### config.mk
export PLATFORM = sky130hd
export DESIGN_NAME = pss_detector
export DESIGN_NICKNAME = d
export VERILOG_FILES = /design/src/pss_pkg.sv /design/src/pss_corr_if.sv /design/src/pss_detector.sv /design/src/nid_decision.sv /design/src/window_energy.sv /design/src/pss_correlator_bank.sv
export SDC_FILE = /design/constraint.sdc
export NUM_CORES = 2
export LEC_CHECK = 0
export BUFFER_PORTS_ARGS = -buffer_cell sky130_fd_sc_hd__buf_2
export CELL_PAD_IN_SITES_DETAIL_PLACEMENT = 0
export CELL_PAD_IN_SITES_GLOBAL_PLACEMENT = 1
export CORE_MARGIN = 2
export CORE_UTILIZATION = 54
export DETAILED_ROUTE_END_ITERATION = 6
export GPL_ROUTABILITY_DRIVEN = 0
export HOLD_SLACK_MARGIN = 0.06
export MAX_ROUTING_LAYER = met4
export PLACE_DENSITY_LB_ADDON = 0.1
export SETUP_SLACK_MARGIN = 0.1
export SYNTH_ARGS = -nofsm -noshare
export SYNTH_HDL_FRONTEND = slang
export SYNTH_SLANG_ARGS = --single-unit
### constraint.sdc
create_clock -name clk_i -period 25.1 [get_ports clk_i]
set_input_delay 2.51 -clock clk_i [delete_from_list [all_inputs] [get_ports clk_i]]
set_output_delay 2.51 -clock clk_i [all_outputs]
set_load 0.005 [all_outputs]
### src/pss_pkg.sv
package pss_pkg;

    // ----------------------------------------
    // widths
    // ----------------------------------------
    localparam int IQ_DW     = 16;
    localparam int SAMPLE_DW = 2 * IQ_DW;
    localparam int PSS_LEN   = 16;
    localparam int METRIC_DW = 22;

    // ----------------------------------------
    // local sequences
    // ----------------------------------------
    // a one is +1 and a zero is -1, bit 0 meets the oldest sample
    // the outer six taps at both ends are shared by all three, so a partial
    // overlap at the window edges matches all sequences or none
    localparam logic [PSS_LEN-1:0] PSS_SEQ_0 = 16'hAB0B;
    localparam logic [PSS_LEN-1:0] PSS_SEQ_1 = 16'hAA8B;
    localparam logic [PSS_LEN-1:0] PSS_SEQ_2 = 16'hAA4B;

    localparam logic [2:0][PSS_LEN-1:0] PSS_SEQ = {PSS_SEQ_2, PSS_SEQ_1, PSS_SEQ_0};

    // minimum window energy before any peak is accepted
    localparam logic [METRIC_DW-1:0] NOISE_LIMIT = 22'd4096;

    // ----------------------------------------
    // detector modes
    // ----------------------------------------
    localparam logic [1:0] MODE_SEARCH = 2'd0;
    localparam logic [1:0] MODE_FIND   = 2'd1;
    localparam logic [1:0] MODE_PAUSE  = 2'd2;

    // stream word, imag in the upper half
    typedef union packed {
        logic [SAMPLE_DW-1:0] raw;
        struct packed {
            logic signed [IQ_DW-1:0] im;
            logic signed [IQ_DW-1:0] re;
        } iq;
    } sample_t;

endpackage
### src/pss_corr_if.sv
`timescale 1ns/1ns

interface pss_corr_if
    import pss_pkg::*;
();

    // one metric per N_id_2, meaningful while metric_valid is high
    logic [METRIC_DW-1:0] metric_0;
    logic [METRIC_DW-1:0] metric_1;
    logic [METRIC_DW-1:0] metric_2;
    logic                 metric_valid;

    modport bank (
        output metric_0,
        output metric_1,
        output metric_2,
        output metric_valid
    );

    modport decision (
        input metric_0,
        input metric_1,
        input metric_2,
        input metric_valid
    );

endinterface

### src/pss_detector.sv
`timescale 1ns/1ns

module pss_detector
    import pss_pkg::*;
(
    input  logic                 clk_i,
    input  logic                 reset_int_n,
    input  logic [SAMPLE_DW-1:0] sample_i,
    input  logic                 sample_valid_i,
    input  logic [1:0]           mode_i,
    input  logic [1:0]           requested_nid_i,
    output logic [1:0]           nid_o,
    output logic                 nid_valid_o
);

    sample_t              sample_word;
    logic [METRIC_DW-1:0] energy;
    logic                 energy_valid;

    pss_corr_if corr ();

    assign sample_word.raw = sample_i;

    // correlators and energy window see the same samples
    pss_correlator_bank u_corr_bank (
        .clk_i          (clk_i),
        .reset_int_n    (reset_int_n),
        .sample_i       (sample_word),
        .sample_valid_i (sample_valid_i),
        .corr           (corr.bank)
    );

    window_energy u_energy (
        .clk_i          (clk_i),
        .reset_int_n    (reset_int_n),
        .sample_i       (sample_word),
        .sample_valid_i (sample_valid_i),
        .energy_o       (energy),
        .energy_valid_o (energy_valid)
    );

    nid_decision u_decision (
        .clk_i           (clk_i),
        .reset_int_n     (reset_int_n),
        .corr            (corr.decision),
        .energy_i        (energy),
        .energy_valid_i  (energy_valid),
        .mode_i          (mode_i),
        .requested_nid_i (requested_nid_i),
        .nid_o           (nid_o),
        .nid_valid_o     (nid_valid_o)
    );

endmodule

### src/nid_decision.sv
`timescale 1ns/1ns

module nid_decision
    import pss_pkg::*;
(
    input  logic                 clk_i,
    input  logic                 reset_int_n,
    pss_corr_if.decision         corr,
    input  logic [METRIC_DW-1:0] energy_i,
    input  logic                 energy_valid_i,
    input  logic [1:0]           mode_i,
    input  logic [1:0]           requested_nid_i,
    output logic [1:0]           nid_o,
    output logic                 nid_valid_o
);

    logic [METRIC_DW-1:0] metric [3];
    logic [METRIC_DW+2:0] energy_x7;
    logic                 gate;
    logic [2:0]           peak;
    logic                 one_peak;
    logic [1:0]           peak_idx;
    logic                 hit;

    assign metric[0] = corr.metric_0;
    assign metric[1] = corr.metric_1;
    assign metric[2] = corr.metric_2;

    // ----------------------------------------
    // threshold, metric >= 7/8 of energy
    // ----------------------------------------
    assign energy_x7 = {energy_i, 3'b000} - {3'b000, energy_i};
    assign gate      = corr.metric_valid && energy_valid_i && (energy_i >= NOISE_LIMIT);

    always_comb begin
        for (int k = 0; k < 3; k++) begin
            peak[k] = gate && ({metric[k], 3'b000} >= energy_x7);
        end
    end

    // ----------------------------------------
    // mode selection
    // ----------------------------------------
    always_comb begin
        one_peak = 1'b1;
        peak_idx = 2'd0;
        case (peak)
            3'b001: peak_idx = 2'd0;
            3'b010: peak_idx = 2'd1;
            3'b100: peak_idx = 2'd2;
            default: one_peak = 1'b0;
        endcase

        case (mode_i)
            MODE_SEARCH: hit = one_peak;
            // the single peak must be the requested one
            MODE_FIND:   hit = one_peak && (peak_idx == requested_nid_i);
            MODE_PAUSE:  hit = 1'b0;
            default:     hit = 1'b0;
        endcase
    end

    always_ff @(posedge clk_i) begin
        if (!reset_int_n) begin
            nid_o       <= 2'd0;
            nid_valid_o <= 1'b0;
        end else begin
            nid_valid_o <= hit;
            if (hit) begin
                nid_o <= peak_idx;
            end
        end
    end

endmodule

### src/window_energy.sv
`timescale 1ns/1ns

module window_energy
    import pss_pkg::*;
(
    input  logic                 clk_i,
    input  logic                 reset_int_n,
    input  sample_t              sample_i,
    input  logic                 sample_valid_i,
    output logic [METRIC_DW-1:0] energy_o,
    output logic                 energy_valid_o
);

    logic signed [IQ_DW:0]          re_ext;
    logic signed [IQ_DW:0]          im_ext;
    logic        [IQ_DW:0]          re_mag;
    logic        [IQ_DW:0]          im_mag;
    logic        [IQ_DW:0]          new_term;
    logic        [IQ_DW:0]          term_hist [PSS_LEN];
    logic        [METRIC_DW-1:0]    run_sum;
    logic        [$clog2(PSS_LEN)-1:0] fill_cnt;
    logic                           full;
    logic                           sum_updated;

    assign re_ext   = sample_i.iq.re;
    assign im_ext   = sample_i.iq.im;
    assign re_mag   = re_ext[IQ_DW] ? -re_ext : re_ext;
    assign im_mag   = im_ext[IQ_DW] ? -im_ext : im_ext;
    assign new_term = re_mag + im_mag;

    // add the new term, drop the one leaving from term_hist[0]
    always_ff @(posedge clk_i) begin
        if (!reset_int_n) begin
            for (int i = 0; i < PSS_LEN; i++) begin
                term_hist[i] <= '0;
            end
            run_sum     <= '0;
            fill_cnt    <= '0;
            full        <= 1'b0;
            sum_updated <= 1'b0;
        end else begin
            sum_updated <= sample_valid_i;
            if (sample_valid_i) begin
                for (int i = 0; i < PSS_LEN - 1; i++) begin
                    term_hist[i] <= term_hist[i + 1];
                end
                term_hist[PSS_LEN - 1] <= new_term;
                run_sum <= run_sum + METRIC_DW'(new_term) - METRIC_DW'(term_hist[0]);
                // warm-up, the window is full after PSS_LEN samples
                if (!full) begin
                    fill_cnt <= fill_cnt + 1'b1;
                    full     <= (fill_cnt == '1);
                end
            end
        end
    end

    always_ff @(posedge clk_i) begin
        if (!reset_int_n) begin
            energy_valid_o <= 1'b0;
        end else begin
            energy_valid_o <= sum_updated && full;
        end
    end

    always_ff @(posedge clk_i) begin
        energy_o <= run_sum;
    end

endmodule

### src/pss_correlator_bank.sv
`timescale 1ns/1ns

module pss_correlator_bank
    import pss_pkg::*;
(
    input  logic     clk_i,
    input  logic     reset_int_n,
    input  sample_t  sample_i,
    input  logic     sample_valid_i,
    pss_corr_if.bank corr
);

    // window[0] holds the oldest sample
    sample_t              window [PSS_LEN];
    logic                 win_updated;
    logic [METRIC_DW-1:0] metric [3];

    // ----------------------------------------
    // sample window
    // ----------------------------------------
    always_ff @(posedge clk_i) begin
        if (!reset_int_n) begin
            for (int i = 0; i < PSS_LEN; i++) begin
                window[i] <= '0;
            end
            win_updated <= 1'b0;
        end else begin
            win_updated <= sample_valid_i;
            if (sample_valid_i) begin
                for (int i = 0; i < PSS_LEN - 1; i++) begin
                    window[i] <= window[i + 1];
                end
                window[PSS_LEN - 1] <= sample_i;
            end
        end
    end

    // ----------------------------------------
    // sign-tap correlators
    // ----------------------------------------
    for (genvar k = 0; k < 3; k++) begin : g_corr
        logic signed [METRIC_DW-1:0] re_sum;
        logic signed [METRIC_DW-1:0] im_sum;
        logic        [METRIC_DW-1:0] re_abs;
        logic        [METRIC_DW-1:0] im_abs;

        // taps are +-1, so each product is an add or a subtract
        always_comb begin
            re_sum = '0;
            im_sum = '0;
            for (int i = 0; i < PSS_LEN; i++) begin
                if (PSS_SEQ[k][i]) begin
                    re_sum = re_sum + window[i].iq.re;
                    im_sum = im_sum + window[i].iq.im;
                end else begin
                    re_sum = re_sum - window[i].iq.re;
                    im_sum = im_sum - window[i].iq.im;
                end
            end
        end

        assign re_abs = re_sum[METRIC_DW-1] ? -re_sum : re_sum;
        assign im_abs = im_sum[METRIC_DW-1] ? -im_sum : im_sum;

        // |re| + |im| stands in for the complex magnitude
        assign metric[k] = re_abs + im_abs;
    end

    always_ff @(posedge clk_i) begin
        if (!reset_int_n) begin
            corr.metric_valid <= 1'b0;
        end else begin
            corr.metric_valid <= win_updated;
        end
    end

    always_ff @(posedge clk_i) begin
        corr.metric_0 <= metric[0];
        corr.metric_1 <= metric[1];
        corr.metric_2 <= metric[2];
    end

endmodule

### After elaboration in Yosys (flattened, before gate mapping)

Memories as Yosys holds them, arrays and structs flattened.
Index checks and enable logic that the tools add are counted.

| word-level totals | value |
|---|---|
| input port bits | 39 |
| logic and storage cells | 199 |
| bits in registers | 121 |
| memories | 2 |
| output and inout port bits | 3 |
| RAM bits | 784 |

| operators by class | value |
|---|---|
| equal/unequal tests | 6 |
| $lt $le $gt $ge | 4 |
| $add $sub $neg | 84 |
| reduce and logical (&&, ||, !) cells | 10 |
| bitwise gates (word level) | 33 |
| multiplexer cells | 48 |

Memories:

| memory | words | bits a word | read ports | clocked after Yosys merged registers in | wr ports | line | RTL |
|---|---|---|---|---|---|---|---|
| u_corr_bank.window | 16 | 32 | 16 | 0 | 16 | pss_correlator_bank.sv:14 | `sample_t window [PSS_LEN];` |
| u_energy.term_hist | 16 | 17 | 16 | 0 | 16 | window_energy.sv:19 | `logic [IQ_DW:0] term_hist [PSS_LEN];` |

Operator list:

| operator | count |
|---|---|
| 22-bit by 16-bit adder with 22-bit output | 32 |
| 22-bit by 16-bit subtractor with 22-bit output | 32 |
| 32-bit 2-to-1 mux | 16 |
| 17-bit 2-to-1 mux | 18 |
| 22-bit 2-to-1 mux | 6 |
| 22-bit negator | 6 |
| 25-bit >= comparator | 3 |
| 22-bit adder | 3 |
| 17-bit by 16-bit subtractor with 18-bit output | 2 |
| 16-bit by 16-bit adder with 17-bit output | 2 |
| 16-bit negator with 17-bit output | 2 |
| 1-bit OR | 32 |
| 25-bit by 22-bit subtractor with 25-bit output | 1 |
| 22-bit by 17-bit adder with 22-bit output | 1 |
| 22-bit by 13-bit >= comparator with 1-bit output (second input constant) | 1 |
| 22-bit by 17-bit subtractor with 22-bit output | 1 |
| 17-bit adder | 1 |
| 1-bit logical AND | 7 |
| 1-bit 2-to-1 mux | 6 |
| 4-bit by 1-bit adder with 4-bit output (second input constant) | 1 |
| 4-bit equality test (second input constant) | 1 |
| 2-bit case mux with 2 select lines | 1 |
| 3-bit by 1-bit equality test with 1-bit output (second input constant) | 1 |
| 3-bit by 2-bit equality test with 1-bit output (second input constant) | 1 |
| other kinds (8) | 8 |

### Logic depth before layout (Yosys ltp)

| depth | value |
|---|---|
| word-level depth | 18 |
| depth in mapped cells | 65 |
| mapped depth without buffers | 64 |

### Cells and area by module

Synthesis repeated with hierarchy kept, for this count alone.

| second synthesis, totals | value |
|---|---|
| cells, all modules | 6902 |
| area total of the unflattened synthesis | 78252.6 um2 |

By module, submodules not included:

| module | seq. area each (um2) | cells an instance | area an instance (um2) | times used |
|---|---|---|---|---|
| pss_correlator_bank | 16736.1 | 5418 | 60834.6 | 1 |
| window_energy | 9188.8 | 1064 | 14123.5 | 1 |
| nid_decision | 60.1 | 420 | 3294.4 | 1 |

### Least setup slack after synthesis

Ideal clock, no wire load.

| path | value |
|---|---|
| path type | input to register |
| start | input sample_valid_i |
| end | memory u_corr_bank.window[0][0] (netlist bit) (enable) |
| cell stages on the path | 4 |
| slack | 5706 ps |
| setup time | 1129 ps |
| required time | 23971 ps |
| path buffers | 2 |
| arrival | 18266 ps |
| path through | clkbuf_1 clkbuf_1 nor2_1 inv_1 |

RTL lines:

| what | line | RTL |
|---|---|---|
| start, declared | pss_detector.sv:9 | `input logic sample_valid_i,` |
| end, declared | pss_correlator_bank.sv:14 |  |

==> results.env <==
DETAILEDROUTE.FIRSTITERATIONVIOLATIONS=3089
SYNTH_AREA_UM2=77570
NUM_VIAS=48320
SYNTH-XOR-AREA-SHARE=0.06345
ROUTED_WIRE_LENGTH_PER_INSTANCE_UM=20.09
FAILING_CHECKS='max-capacitance violations, max-slew violations'
CRITICAL_PATH.TOP_DELAY_FAMILY='compound AO/OA/AOI/OAI gates'
FINAL-MAX-SLEW-VIOLATION-COUNT=3
CLOCK_LATENCY_NS=0.77
CP.ARRIVAL_NS=16.53
YOSYS.AREA_SHARE.ADDER=0.3426
SYNTH.CELLS.MOST_FREQUENT='1313 x sky130_fd_sc_hd__inv_1, 1027 x sky130_fd_sc_hd__fa_1, 784 x sky130_fd_sc_hd__edfxtp_1'
FINAL_LAYOUT_SIZE_SUFFIX_GT1_FRAC=0.04231
TRITONCTS_NUM_SINKS=905
WORST-PATH-BUF-INV=4
CTS.REPAIR_TIMING.SETUP_BUFFER_COUNT=0
CTS_REPAIR_RESIZE_COUNT=0
TIMING.FINAL.CRIT_SHARE=0.6328
SYNTHMUXAREASHARE=0.003210
SYNTHMOSTINSTANTIATEDCELL='sky130_fd_sc_hd__inv_1'
TRITONCTS='built'
YS_DOMINANT_REG_CELL='sky130_fd_sc_hd__edfxtp_1'
YOSYSTOPAREACELL='sky130_fd_sc_hd__edfxtp_1'
CLOCK_TREE.HTREE_LEVEL_COUNT=3
STATUS='complete, but fails checks'
PERIOD_MINUS_SLACK_NS=15.88
YS_ASYNC_SR_FRACTION=0
SYN-MEAN-INSTANCE-AREA_UM2=11.13
YS.WARNINGS.COUNT=0
TIMING.SLEW.HEADROOM=-0.02653
TIMING_WORST_SLEW_PIN_VALUE_NS=1.501
GRT_PASS1_WL_MM=288.7
STD_CELL_ROWS=139
FLOORPLAN.DIE_AREA_UM2=146700
STARTPOINT_TYPE='flip-flop'
CTS-BUFFERS-INSERTED=105
WORST_SETUP_HOLD_PATH_CLK_SLEW_NS=0.06
WORSTHOLDPATHTYPE='reg2reg'
FINALSETUPVIOLATIONS=0
SYNTH_TOP_FAMILY_BY_AREA='adder cells'
NUMPORTBUFFERS=41
ENDPOINT_KIND='flip-flop'
CLOCK_SKEW_NS=0.07454
ROUTE.DETAILED.DRC=0
FINAL-HOLD-VIOLATION-COUNT=0
CRITPATHKIND='reg2reg'
CRITICAL_PATH_REQUIRED_NS=25.74
CP_PEAK_STAGE_DELAY_NS=1.28
CAP_VIOLATIONS=1
PLACEABLECOREAREA_UM2=143100
CTSLONGESTPATHBUFFERS=3
SYNTH.LIB_CELLS_USED.DISTINCT=99
SYNTH_SEQUENTIAL_AREA_RATIO=0.3347
FMAX_MHz=62.96
COUNT_OF_FLIP_FLOPS_WITH_A_BUILT_IN_ENABLE_AFTER_SYNTHESIS=784
VIASPERCELL=5.373
GLOBALROUTEOVERFLOWTOTAL=0
CP_MAX_FO=15
YS_TOP_CELLS_BY_AREA='sky130_fd_sc_hd__edfxtp_1 30%, sky130_fd_sc_hd__fa_1 27%, sky130_fd_sc_hd__ha_1 7.7%'
DIE-HEIGHT_UM=383.0
FIRST_GLOBAL_VIAS=50340
GRT_START_MAX_NET_PINS=187
GRT_SETUP_UNREPAIRED='false'
IO-PIN-COUNT=42
YS_FF_LATCH=905
GLOBAL_ROUTE.USAGE.TOTAL=0.2628
SYNTH.NET_COUNT=8517
HOLD-WORST-SLACK_NS=0.3747
MASTER_CELL_OF_THE_CLOCK_ROOT_BUFFER='sky130_fd_sc_hd__clkbuf_16'
DIE_WIDTH_UM=383.0
CRIT_PATH_TOP_DELAY_CELL='sky130_fd_sc_hd__a2111oi_0'
PLACE_HPWL_MM=142.7
AREA_GROWTH_SYN_TO_LAYOUT_PCT=7.663
CRITICAL-PATH-TOP-CELL-BY-COUNT='sky130_fd_sc_hd__a21oi_1'
TOTALWIRELENGTH_MM=180.7
POSTCTSHOLDBUFS=0
SYN_INST=6972
DRT_FIRST_PASS_ITERS=6
FIN_NETS=8545
POST_SYNTH_AND_OR_NAND_NOR_AREA_FRACTION=0.1096
TNS_NS=0
SYNTH_LARGEST_TYPE_AREA_FRACTION=0.3035
SYNTH_COMPOUND_AREA_FRAC=0.07523
FINAL_ANTENNA_NET_COUNT=0
ANTENNA_FOUND_INITIAL=6
INITIAL_UTILIZATION=0.5419
placed cells by master (no fill, tap or decap), drive strengths merged, types with 10 or more instances in the layout:
master  count
nand3      46
nor2      455
a31oi      40
and3      398
or3        27
o21a       53
fa       1027
or2        11
o41ai      10
a21o      149
clkbuf    126
ha        479
edfxtp    784
a21oi     268
clkinv     44
nand4      22
o31ai      23
nor3       87
inv      1321
o21bai     42
xnor2     359
nand2     166
and2      231
a21boi     16
a41oi      16
buf        75
bufinv     14
mux2i      17
o21ai     168
dfxtp     121
nor2b      49
o211ai     21
xor2      197
nand2b     68
nor4       17
a211oi     17
worst paths after layout:
check	startpoint	to	slack, ns	depth (start not counted)
setup / recovery	u_corr_bank.window[0][17]	u_corr_bank.corr.metric_0[20]	9.22	58
hold / removal	u_energy.run_sum[21]	u_energy.energy_o[21]	0.37	0
setup reg to reg	u_corr_bank.window[0][17]	u_corr_bank.corr.metric_0[20]	9.22	58
hold reg to reg	u_energy.run_sum[21]	u_energy.energy_o[21]	0.37	0
stage by stage:
stage | setup slack [ns] | cell area (um^2) | instances | utilization
2_1_floorplan | 5.706 | 77570 | 6972 | -
3_3_place_gp | 9.673 | 79900 | 8796 | 0.5582
3_5_place_dp | 9.494 | 79900 | 8796 | 0.5582
4_1_cts | 9.447 | 83510 | 8993 | 0.5835
5_1_grt | 8.507 | 83520 | 8994 | 0.5835
6_report | 9.216 | 83520 | 8994 | 0.5835
layer usage:
layer / GRT usage / vias up / wire length (um)
li1: - / 22910 / -
met1: 0.3643 / 24410 / 82180
met4: 0.05512 / 0 / 3595
met3: 0.03030 / 202 / 7764
met5: - / - / 0
met2: 0.4211 / 802 / 87180
registers in the layout, indices dropped and copies added, names as in the netlist:
| name | cells |
|---|---|
| u_corr_bank.corr.metric_1 | 22 |
| u_corr_bank.win_updated | 1 |
| u_decision.nid_o | 2 |
| u_corr_bank.corr.metric_2 | 22 |
| u_corr_bank.window | 512 |
| u_corr_bank.corr.metric_valid | 1 |
| u_decision.nid_valid_o | 1 |
| u_energy.energy_valid_o | 1 |
| u_energy.energy_o | 22 |
| u_corr_bank.corr.metric_0 | 22 |
| u_energy.term_hist | 272 |
| u_energy.fill_cnt | 4 |
| u_energy.run_sum | 22 |
| u_energy.full | 1 |
kinds of logic (layout without fill, tap and decap cells):
logic type | Yosys count | count (layout)
buffers and inverters | 1468 | 1586
other | 0 | 1
DFF | 905 | 905
adders and majority gates | 1508 | 1508
and+or+nand+nor | 1611 | 1611
xor gates and xnor gates | 558 | 558
AOI/OAI and AO/OA | 898 | 898
muxes | 24 | 24
final cells by class:
type	instances	area, um^2
clock inverters	71	882.1
clock buffers	126	2730
fillers	12110	59620
repair buffers	75	493.0
inverters	1314	4942
diodes	1	2.502
well taps	1903	2381
flip-flops and latches	905	25960
multi-input cells	4599	46120
Power is left out: the tool's default activity adds up to more than one toggle a clock period on the data nets, which glitch-free logic cannot reach.
